**config.mk**
```make
export PLATFORM = sky130hd
export DESIGN_NAME = decode_stage
export DESIGN_NICKNAME = d
export VERILOG_FILES = /design/src/design/core_pkg.sv /design/src/design/decode_stage.sv
export SDC_FILE = /design/constraint.sdc
export NUM_CORES = 1
export LEC_CHECK = 0
export BUFFER_PORTS_ARGS = -buffer_cell sky130_fd_sc_hd__buf_2
export CORE_AREA = 2 2 229 231
export CTS_BUF_LIST = sky130_fd_sc_hd__clkbuf_16
export CTS_CLUSTER_SIZE = 24
export DETAILED_ROUTE_END_ITERATION = 10
export DIE_AREA = 0 0 231 233
export PLACE_DENSITY = 0.55
export SKIP_LAST_GASP = 1
export SYNTH_ARGS = -nofsm -noshare
export SYNTH_HDL_FRONTEND = slang
export SYNTH_SLANG_ARGS = --single-unit
```
**constraint.sdc**
```tcl
create_clock -name clk -period 52.1 [get_ports clk]
set_input_delay 15.63 -clock clk [delete_from_list [all_inputs] [get_ports clk]]
set_output_delay 15.63 -clock clk [all_outputs]
set_load 0.01 [all_outputs]
```
**src/design/core_pkg.sv**
```systemverilog
// rv64 subset constants only; imem word-addressed from pc bits above [1:0], upper pc bits ignored
package core_pkg;

	// ********************************************************************
	// widths and sizes
	// ********************************************************************

	// data and pc width
	localparam int xlen = 64;
	// register index
	localparam int reg_addr_w = 5;
	localparam int reg_count = 2 ** reg_addr_w;
	// instruction word
	localparam int inst_w = 32;

	// instruction memory, 32-bit words
	localparam int imem_depth = 256;
	localparam int imem_addr_w = 8;

	// first fetch after reset
	localparam logic [xlen-1:0] reset_pc = '0;

	// ********************************************************************
	// encodings
	// ********************************************************************

	// major opcodes of the subset
	localparam logic [6:0] op_reg = 7'b0110011;
	localparam logic [6:0] op_imm = 7'b0010011;
	localparam logic [6:0] op_lui = 7'b0110111;
	localparam logic [6:0] op_auipc = 7'b0010111;
	localparam logic [6:0] op_jal = 7'b1101111;
	localparam logic [6:0] op_branch = 7'b1100011;
	localparam logic [6:0] op_system = 7'b1110011;

	// funct3 for alu ops, shared by reg and imm forms
	localparam logic [2:0] f3_add_sub = 3'b000;
	localparam logic [2:0] f3_sll = 3'b001;
	localparam logic [2:0] f3_xor = 3'b100;
	localparam logic [2:0] f3_srl = 3'b101;
	localparam logic [2:0] f3_or = 3'b110;
	localparam logic [2:0] f3_and = 3'b111;

	// funct3 for branches
	localparam logic [2:0] f3_beq = 3'b000;
	localparam logic [2:0] f3_bne = 3'b001;

	// funct7, sub only differs in bit 30
	localparam logic [6:0] f7_base = 7'b0000000;
	localparam logic [6:0] f7_sub = 7'b0100000;

	// the one system encoding we honour
	localparam logic [inst_w-1:0] inst_ebreak = 32'h00100073;

	// alu operations, pass_b feeds lui
	typedef enum logic [2:0] {
		alu_add,
		alu_sub,
		alu_and,
		alu_or,
		alu_xor,
		alu_sll,
		alu_srl,
		alu_pass_b
	} alu_op_t;

endpackage
```
**src/design/decode_stage.sv**
```systemverilog
// stalls on busy sources and on a same-rd writer still in execute since there is no forwarding
`timescale 1ns/100ps

module decode_stage import core_pkg::*; (
	input  logic                  clk,
	input  logic                  rst,
	// from fetch
	input  logic                  fd_valid,
	output logic                  fd_ready,
	input  logic [xlen-1:0]       fd_pc,
	input  logic [inst_w-1:0]     fd_inst,
	input  logic                  redirect_valid,
	// register file and scoreboard
	output logic [reg_addr_w-1:0] rs1_addr,
	output logic [reg_addr_w-1:0] rs2_addr,
	input  logic [xlen-1:0]       rs1_val,
	input  logic [xlen-1:0]       rs2_val,
	input  logic                  rs1_busy,
	input  logic                  rs2_busy,
	output logic                  set_busy,
	output logic [reg_addr_w-1:0] set_busy_rd,
	// to execute
	output logic                  de_valid,
	input  logic                  de_ready,
	output logic [xlen-1:0]       de_pc,
	output logic [xlen-1:0]       de_op_a,
	output logic [xlen-1:0]       de_op_b,
	output alu_op_t               de_alu_op,
	output logic [xlen-1:0]       de_rs2_val,
	output logic [xlen-1:0]       de_imm,
	output logic [reg_addr_w-1:0] de_rd,
	output logic                  de_wen,
	output logic                  de_is_branch,
	output logic                  de_branch_ne,
	output logic                  de_is_jal,
	output logic                  de_is_halt
);

	logic [6:0] opcode;
	logic [2:0] f3;
	logic [6:0] f7;
	logic [reg_addr_w-1:0] rd;
	logic [xlen-1:0] imm_i, imm_u, imm_j, imm_b;
	// decoded controls
	alu_op_t alu_op;
	logic [xlen-1:0] op_a, op_b, imm;
	logic writes, use_rs1, use_rs2;
	logic is_branch, branch_ne, is_jal, is_halt;
	logic wen;
	logic src_hazard, waw_hazard, issue;

	assign opcode = fd_inst[6:0];
	assign rd = fd_inst[11:7];
	assign f3 = fd_inst[14:12];
	assign rs1_addr = fd_inst[19:15];
	assign rs2_addr = fd_inst[24:20];
	assign f7 = fd_inst[31:25];

	// sign-extended immediates
	assign imm_i = {{(xlen-12){fd_inst[31]}}, fd_inst[31:20]};
	assign imm_u = {{(xlen-32){fd_inst[31]}}, fd_inst[31:12], 12'b0};
	assign imm_j = {{(xlen-21){fd_inst[31]}}, fd_inst[31], fd_inst[19:12], fd_inst[20],
		fd_inst[30:21], 1'b0};
	assign imm_b = {{(xlen-13){fd_inst[31]}}, fd_inst[31], fd_inst[7], fd_inst[30:25],
		fd_inst[11:8], 1'b0};

	// ********************************************************************
	// instruction decode
	// ********************************************************************
	always_comb begin
		// defaults describe a no-op
		alu_op = alu_add;
		op_a = rs1_val;
		op_b = rs2_val;
		imm = '0;
		writes = 1'b0;
		use_rs1 = 1'b0;
		use_rs2 = 1'b0;
		is_branch = 1'b0;
		branch_ne = 1'b0;
		is_jal = 1'b0;
		is_halt = 1'b0;
		case (opcode)
			op_reg: begin
				use_rs1 = 1'b1;
				use_rs2 = 1'b1;
				writes = 1'b1;
				case ({f7, f3})
					{f7_base, f3_add_sub}: alu_op = alu_add;
					{f7_sub, f3_add_sub}: alu_op = alu_sub;
					{f7_base, f3_and}: alu_op = alu_and;
					{f7_base, f3_or}: alu_op = alu_or;
					{f7_base, f3_xor}: alu_op = alu_xor;
					{f7_base, f3_sll}: alu_op = alu_sll;
					{f7_base, f3_srl}: alu_op = alu_srl;
					default: begin
						writes = 1'b0;
						use_rs1 = 1'b0;
						use_rs2 = 1'b0;
					end
				endcase
			end
			op_imm: begin
				use_rs1 = 1'b1;
				writes = 1'b1;
				op_b = imm_i;
				case (f3)
					f3_add_sub: alu_op = alu_add;
					f3_and: alu_op = alu_and;
					f3_or: alu_op = alu_or;
					f3_xor: alu_op = alu_xor;
					// rv64 shifts take shamt from [25:20] and need a zero funct6
					f3_sll: alu_op = alu_sll;
					f3_srl: alu_op = alu_srl;
					default: begin
						writes = 1'b0;
						use_rs1 = 1'b0;
					end
				endcase
				if ((f3 == f3_sll || f3 == f3_srl) && f7[6:1] != f7_base[6:1]) begin
					writes = 1'b0;
					use_rs1 = 1'b0;
				end
			end
			op_lui: begin
				writes = 1'b1;
				op_b = imm_u;
				alu_op = alu_pass_b;
			end
			op_auipc: begin
				writes = 1'b1;
				op_a = fd_pc;
				op_b = imm_u;
			end
			op_jal: begin
				// link = pc + 4 through the adder
				writes = 1'b1;
				is_jal = 1'b1;
				op_a = fd_pc;
				op_b = xlen'(4);
				imm = imm_j;
			end
			op_branch: begin
				if (f3 == f3_beq || f3 == f3_bne) begin
					use_rs1 = 1'b1;
					use_rs2 = 1'b1;
					is_branch = 1'b1;
					branch_ne = (f3 == f3_bne);
					imm = imm_b;
				end
			end
			op_system: begin
				is_halt = (fd_inst == inst_ebreak);
			end
			default: ;
		endcase
	end

	// x0 is never written or marked busy
	assign wen = writes && (rd != '0);

	// ********************************************************************
	// hazard stall and issue
	// ********************************************************************
	assign src_hazard = (use_rs1 && rs1_busy) || (use_rs2 && rs2_busy);
	// a same-rd writer still in execute would clear busy after our set
	assign waw_hazard = wen && de_valid && de_wen && (de_rd == rd);
	// redirect kills the wrong-path word before it can set busy
	assign fd_ready = (!de_valid || de_ready) && !src_hazard && !waw_hazard && !redirect_valid;
	assign issue = fd_valid && fd_ready;

	assign set_busy = issue && wen;
	assign set_busy_rd = rd;

	always_ff @(posedge clk) begin
		if (rst) begin
			de_valid <= 1'b0;
		end else if (issue) begin
			de_valid <= 1'b1;
		end else if (de_ready) begin
			de_valid <= 1'b0;
		end
	end

	// decode-to-execute payload
	always_ff @(posedge clk) begin
		if (issue) begin
			de_pc <= fd_pc;
			de_op_a <= op_a;
			de_op_b <= op_b;
			de_alu_op <= alu_op;
			de_rs2_val <= rs2_val;
			de_imm <= imm;
			de_rd <= rd;
			de_wen <= wen;
			de_is_branch <= is_branch;
			de_branch_ne <= branch_ne;
			de_is_jal <= is_jal;
			de_is_halt <= is_halt;
		end
	end

	// a writer sitting in execute keeps its rd busy, so no reader of it may issue
	a_issue_clean: assert property (@(posedge clk) disable iff (rst)
		issue && de_valid && de_wen |->
			!(use_rs1 && rs1_addr == de_rd) && !(use_rs2 && rs2_addr == de_rd))
		else $error("decode issued with a busy source");

endmodule

```
==> metrics.md, run 1 <==
| Metric | Value |
|---|---|
| Outcome | finished clean |
| Initial antenna violation count | 17 |
| Share of power burned in registers | 0.481 |
| Core area | 51100 um2 |
| Post-synth cell types | 51 |
| Min-delay src | de_valid$_SDFFE_PP0P_ |
| Switch Pwr | 0.128 mW |
| Post-Syn Area | 11600 um2 |
| Family with the most delay on the worst path | simple AND/OR/NAND/NOR gates |
| Synth Instances | 629 |
| Number of vias in the routed layout | 7701 |
| Top cell type's share of synthesized area | 0.750 |
| # nets final | 1396 |
| Root Buffer | clkbuf_16 |
| Hold Path Stages | 3 |
| Tcrit/Tclk final | 0.638 |
| Layout area overhead | 37.6% |
| Hold Vio Cnt, Final | 0 |
| CTS buffer count | 34 |
| Total Power | 0.567 mW |
| Req. time, crit path | 36.47 ns |
| Number of global-route vias before repair | 7520 |
| Slowest-stage cell, CP | nor4_1 |
| Final slew viol count | 0 |
| Primary FF master, synth | edfxtp_1 |
| Mean number of vias per cell | 4.11 |
| Top-level I/O count | 582 |
| Power Internal | 0.438 mW |
| Peak Freq | 30.1 MHz |
| Initial core utilization | 0.226 |
| Crit Path Class | input port to output pin |
| Clock Pin Slew Worst Setup and Hold Paths | 0.06 ns |
| Worst-path maximum fanout | 4 |
| Drt total wl | 38900 um |
| Pre-CTS WS | 18.90 ns |
| Hpwl dp | 29700 um |
| DRT iter0 DRCs | 461 |
| Crit-path max cell delay | 0.68 ns |
| Sw Share | 0.227 |
| First-pass GRT wire length | 51800 um |
| Synthesized area per cell | 18.4 um2 |
| Hold Path Sink | de_valid$_SDFFE_PP0P_ |
| FF-to-FF Start | de_valid$_SDFFE_PP0P_ |
| Post-route setup slack | 18.85 ns |
| CTS Buffer Depth | 3 |
| Setup-failing EPs final | 0 |
| Leading cell type in the layout, fill and taps excluded | buf_2 |
| Arr. time, crit path | 17.62 ns |
| Post-synth EDFFs | 289 |
| Peak VDD IR | 0.0252 mV |
| Clk_skew | 0.0126 ns |
| Yosys warnings | 0 |
| Gpl congestion | 0.786 |
| Pleak | 6.84 nW |
| Comb power frac | 0.086 |
| Clock latency on the worst-skew pair | 0.54 ns |
| R2R Setup Slk | 49.25 ns |
| Synth Net Count | 860 |
| Share of layout cells above drive strength 1 | 0.600 |
| Largest net degree at the start of global routing | 172 |
| Rel. slew slack | 0.269 |
| Gr ovfl total | 0 |
| Max-Cap Viols | 0 |
| DR pass1 iterations | 5 |
| Num Clock Sinks | 290 |
| CTS tree | built |
| Buffers on Ports | 580 |
| Die Height | 233 um |
| DRC viols | 0 |
| Crit end category | output pin |
| Number of routed nets with antenna violations | 0 |
| H-Tree Depth | 2 |
| R2R depth | 6 |
| Ys async rst share | 0 |
| Cell row count | 83 |
| Seq/Total Area, Yosys | 0.752 |
| Worst reg2reg endpoint | de_rs2_val[41]$_DFFE_PP_ |
| Buf/Inv on CP | 2 |
| Commonest non-fill, non-tap cells in the layout | 580 x buf_2, 289 x edfxtp_1, 60 x mux2_4 |
| Die width | 231 um |
| Clock share of power | 0.433 |
| RSZ-0062 raised after global routing | no |
| Die area | 53800 um2 |
| Post-synth top area cell | edfxtp_1 |
| Worst hold path class | register to register |
| CP startpoint kind | input port |
| Synth area leaders | edfxtp_1 75%, mux2_4 7.8%, buf_4 3.8% |
| # Post-CTS Setup Buffers | 0 |
| Min cycle time layout | 33.25 ns |
| Drt wl/cell | 20.8 um |
| Worst-margin pin slew | 1.10 ns |
| Worst path cell trace | buf_2 > nor4_1 > nand4_1 > nor2_1 > nor3_1 > nor2_1 > a21oi_1 > buf_2 |
| Tot GR Track Use | 0.135 |
| Hold-fix buffers, CTS | 0 |
| Number of synthesized register bits | 290 |
| P per Cell Area | 35.6 nW/um2 |
| Post-CTS sizing | 0 |
| Setup TNS | 0 ns |
worst max-delay path by stage:
| stage | startpoint | endpoint | cells after the start |
|---|---|---|---|
| 4_1_cts | fd_inst[29] | fd_ready | 8 |
| 5_1_grt | fd_inst[29] | fd_ready | 8 |
| 2_1_floorplan | fd_inst[5] | set_busy | 8 |
| 3_3_place_gp | fd_inst[29] | fd_ready | 8 |
| 3_5_place_dp | fd_inst[29] | fd_ready | 8 |
| 6_report | fd_inst[29] | fd_ready | 8 |
sequential cells by signal (all words and copies together), names as in the netlist:
signal        flops
de_op_a          64
de_op_b          64
de_pc            64
de_rs2_val       64
de_imm           20
de_rd             5
de_alu_op         3
de_branch_ne      1
de_is_branch      1
de_is_halt        1
de_is_jal         1
de_valid          1
de_wen            1
per-stage QoR:
step / hold slack, ns / std cells / util / area (um2)
after global placement: 0.701 / 1809 / 0.289 / 14800
after global routing: 0.759 / 1870 / 0.311 / 15900
after CTS: 0.734 / 1870 / 0.311 / 15900
final: 0.741 / 1872 / 0.311 / 15900
after floorplan: 0.684 / 629 / - / 11600
after detailed placement: 0.719 / 1809 / 0.289 / 14800
power groups by stage:
| stage | clock, mW | combinational (mW) | sequential (mW) |
|---|---|---|---|
| global route | 0.260 | 0.0524 | 0.273 |
| CTS | 0.253 | 0.0496 | 0.273 |
| detailed placement | 0 | 0.0495 | 0.278 |
| floorplan | 0 | 0.0173 | 0.289 |
| global placement | 0 | 0.0489 | 0.277 |
| finish | 0.246 | 0.0486 | 0.273 |
layer usage:
metal,up-vias,track usage,wire [um]
met4,12,0.0399,859
li1,3458,-,-
met3,73,0.0629,4450
met2,426,0.238,19700
met1,3732,0.143,13800
met5,-,0,73
logic make-up (layout without fill, tap and decap cells):
family	Yosys count	count (layout)	share of synthesized area
compound gates	98	98	0.0657
other cells	1	3	0.000324
xor+xnor	6	6	0.00454
mux	64	64	0.0818
flops	290	290	0.752
simple gates	79	79	0.0386
buf+inv	91	652	0.0570
cell type report:
type | instances | area [um2]
Antenna cell | 2 | 5.00
Clock buffer | 37 | 926
Clock inverter | 24 | 220
Fill cell | 5148 | 35200
Inverter | 4 | 15.0
Multi-Input combinational cell | 248 | 2230
Sequential cell | 290 | 8700
Tap cell | 680 | 851
Timing Repair Buffer | 587 | 2970
worst register-to-register path, cell delays in order (launching register included):
cell     delay [ns]
dfxtp_1        0.32
nor2b_1        0.18
nor3_4         0.17
nand3_2        0.15
a21oi_4        0.13
buf_4          0.52
buf_4          0.88
synth_stat cells, drive strengths merged (2+ instances only):
| library cell | instances |
|---|---|
| a21oi | 6 |
| xor2 | 2 |
| o22ai | 2 |
| a21o | 43 |
| mux2 | 64 |
| xnor2 | 4 |
| nor2b | 3 |
| a221o | 20 |
| a22o | 5 |
| edfxtp | 289 |
| a211oi | 2 |
| o31ai | 2 |
| buf | 79 |
| nor4 | 4 |
| nor2 | 13 |
| nand2b | 2 |
| nand4 | 2 |
| nand2 | 24 |
| o21ai | 13 |
| inv | 4 |
| nor3 | 6 |
| nand3 | 7 |
| and2 | 10 |
| clkbuf | 8 |
Note: power is estimated with default switching activity, not from simulation.
==> run 2, diff against run 1 <==
--- a/config.mk
+++ b/config.mk
@@ -11,7 +11,7 @@
 export CTS_CLUSTER_SIZE = 24
 export DETAILED_ROUTE_END_ITERATION = 10
 export DIE_AREA = 0 0 231 233
-export PLACE_DENSITY = 0.55
+export PLACE_DENSITY = 0.57
 export SKIP_LAST_GASP = 1
 export SYNTH_ARGS = -nofsm -noshare
 export SYNTH_HDL_FRONTEND = slang
==> constraint.sdc (replaced) <==
create_clock -name clk -period 30.4 [get_ports clk]
set_input_delay 9.12 -clock clk [delete_from_list [all_inputs] [get_ports clk]]
set_output_delay 9.12 -clock clk [all_outputs]
set_load 0.01 [all_outputs]
==> metrics.md, run 2 (synthesis gave the netlist of run 1 again) <==
| Metric | Value |
|---|---|
| Crit end category | output pin (unchanged) |
| Initial core utilization | 0.226 (unchanged) |
| Clk_skew | 0.0156 ns (was 0.0126 ns) |
| Tcrit/Tclk final | 0.667 |
| Largest net degree at the start of global routing | 156 (was 172) |
| R2R depth | 6 (unchanged) |
| CTS buffer count | 35 (was 34) |
| Worst-margin pin slew | 1.09 ns (was 1.10 ns) |
| # Post-CTS Setup Buffers | 0 (unchanged) |
| CTS Buffer Depth | 3 (unchanged) |
| Crit-path max cell delay | 0.76 ns (was 0.68 ns) |
| Number of global-route vias before repair | 7689 (was 7520) |
| Mean number of vias per cell | 4.15 (was 4.11) |
| Hold Path Stages | 3 (unchanged) |
| Number of vias in the routed layout | 7792 (was 7701) |
| Hold Vio Cnt, Final | 0 (unchanged) |
| Fin util | 0.311 (about the same) |
| Switch Pwr | 0.221 mW (was 0.128 mW) |
| Top-level I/O count | 582 (unchanged) |
| First-pass GRT wire length | 52900 um (was 51800 um) |
| Peak Freq | 49.3 MHz |
| Post-CTS sizing | 0 (unchanged) |
| Die width | 231 um (unchanged) |
| Setup-failing EPs final | 0 (unchanged) |
| DRT iter0 DRCs | 407 (was 461) |
| Rel. slew slack | 0.273 (was 0.269) |
| Peak VDD IR | 0.0452 mV (was 0.0252 mV) |
| P per Cell Area | 60.6 nW/um2 (was 35.6 nW/um2) |
| Outcome | finished clean (unchanged) |
| DR pass1 iterations | 6 (was 5) |
| Hold_ws | 0.739 ns (was 0.741 ns) |
| Core area | 51100 um2 (unchanged) |
| Clock latency on the worst-skew pair | 0.53 ns (was 0.54 ns) |
| Die Height | 233 um (unchanged) |
| # nets final | 1398 (was 1396) |
| Num Clock Sinks | 290 (unchanged) |
| Layout area overhead | 37.4% (was 37.6%) |
| Clock Pin Slew Worst Setup and Hold Paths | 0.06 ns (about the same) |
| Sw Share | 0.229 (was 0.227) |
| Crit path depth | 8 (unchanged) |
| CTS tree | built (unchanged) |
| Leading cell type in the layout, fill and taps excluded | buf_2 (unchanged) |
| Req. time, crit path | 21.28 ns (was 36.47 ns) |
| Hpwl dp | 30300 um (was 29700 um) |
| Min cycle time layout | 20.28 ns |
| Setup TNS | 0 ns (unchanged) |
| Worst hold path class | register to register (unchanged) |
| Die area | 53800 um2 (unchanged) |
| Commonest non-fill, non-tap cells in the layout | 580 x buf_2, 289 x edfxtp_1, 60 x mux2_4 (unchanged) |
| DRC viols | 0 (unchanged) |
| Gr ovfl total | 0 (unchanged) |
| RSZ-0062 raised after global routing | no (unchanged) |
| Total Power | 0.963 mW (was 0.567 mW) |
| Tot GR Track Use | 0.138 (was 0.135) |
| Drt wl/cell | 21.0 um (was 20.8 um) |
| Share of power burned in registers | 0.485 (was 0.481) |
| Worst-path maximum fanout | 4 (unchanged) |
| CP startpoint kind | input port (unchanged) |
| Number of routed nets with antenna violations | 0 (unchanged) |
| H-Tree Depth | 2 (unchanged) |
| Family with the most delay on the worst path | simple AND/OR/NAND/NOR gates (unchanged) |
| Cell row count | 83 (unchanged) |
| Power Internal | 0.742 mW (was 0.438 mW) |
| Share of layout cells above drive strength 1 | 0.599 (was 0.600) |
| Max-Cap Viols | 0 (unchanged) |
| Final slew viol count | 0 (unchanged) |
| Drt total wl | 39400 um (was 38900 um) |
| Buf/Inv on CP | 2 (unchanged) |
| Hold-fix buffers, CTS | 0 (unchanged) |
| Comb power frac | 0.087 (was 0.086) |
| Slowest-stage cell, CP | nor4_1 (unchanged) |
| Arr. time, crit path | 11.16 ns (was 17.62 ns) |
| Root Buffer | clkbuf_16 (unchanged) |
| Buffers on Ports | 580 (unchanged) |
| Clock share of power | 0.428 (was 0.433) |
| Initial antenna violation count | 15 (was 17) |
| Worst path cell trace | buf_2 > nor4_1 > nand4_1 > nor2_1 > nor3_1 > nor2_1 > a21oi_1 > buf_2 (unchanged) |
| Crit Path Class | input port to output pin (unchanged) |
| Pleak | 6.82 nW (was 6.84 nW) |
| Gpl congestion | 0.833 (was 0.786) |
==> run 2: changes by cell type in the layout (fill, tap and decap cells not counted) <==
| cell | change |
|---|---|
| nor2b_4 | -1 |
| inv_6 | +2 |
| clkbuf_16 | -2 |
| clkinv_4 | -1 |
| clkinv_1 | +1 |
| inv_8 | +1 |
| diode_2 | +3 |
| nor2b_2 | +1 |
| clkinv_2 | -1 |
| buf_4 | +1 |
==> run 2: worst min-delay path: stages, from the launching register on <==
cell and delay (ns):
dfxtp_1 0.32, nand2_1 0.09, nor4_1 0.05, a211oi_1 0.22
==> run 2: routing by layer <==
layer / track usage / routed length, um / up-vias
li1: - / - / 3472
met1: 0.149 / 14300 / 3774
met2: 0.239 / 19700 / 458
met3: 0.0539 / 4070 / 78
met4: 0.0585 / 1250 / 10
met5: 0 / 72 / -
==> run 2: worst paths after layout <==
check | startpoint | to | slack [ns]
worst min-delay path | de_valid$_SDFFE_PP0P_ | de_valid$_SDFFE_PP0P_ | 0.74
worst max-delay path | fd_inst[29] | fd_ready | 10.12
worst max register to register | de_rd[0]$_DFFE_PP_ | de_rs2_val[50]$_DFFE_PP_ | 27.25
worst min register to register | de_valid$_SDFFE_PP0P_ | de_valid$_SDFFE_PP0P_ | 0.74
==> run 2: stage by stage <==
stage               setup WS, ns  std cells  area, um2
floorplan                   5.36        629      11600
global placement           10.29       1810      14800
detailed placement         10.22       1810      14800
CTS                        10.22       1871      15900
global route               10.04       1873      15900
finish                     10.12       1876      15900
==> run 2: area by class of cell <==
cell class	count	area (um2)
Timing Repair Buffer	588	2980
Antenna cell	5	12.5
Multi-Input combinational cell	248	2230
Fill cell	5184	35200
Clock buffer	35	876
Tap cell	680	851
Sequential cell	290	8700
Inverter	4	15.0
Clock inverter	26	239
==> run 2: power by group through the flow <==
stage               sequential (mW)  clock (mW)  combinational [mW]
finish                        0.467       0.413              0.0835
floorplan                     0.495           0              0.0297
CTS                           0.468       0.428              0.0849
global route                  0.469       0.442              0.0898
detailed placement            0.476           0              0.0848
global placement              0.475           0              0.0837
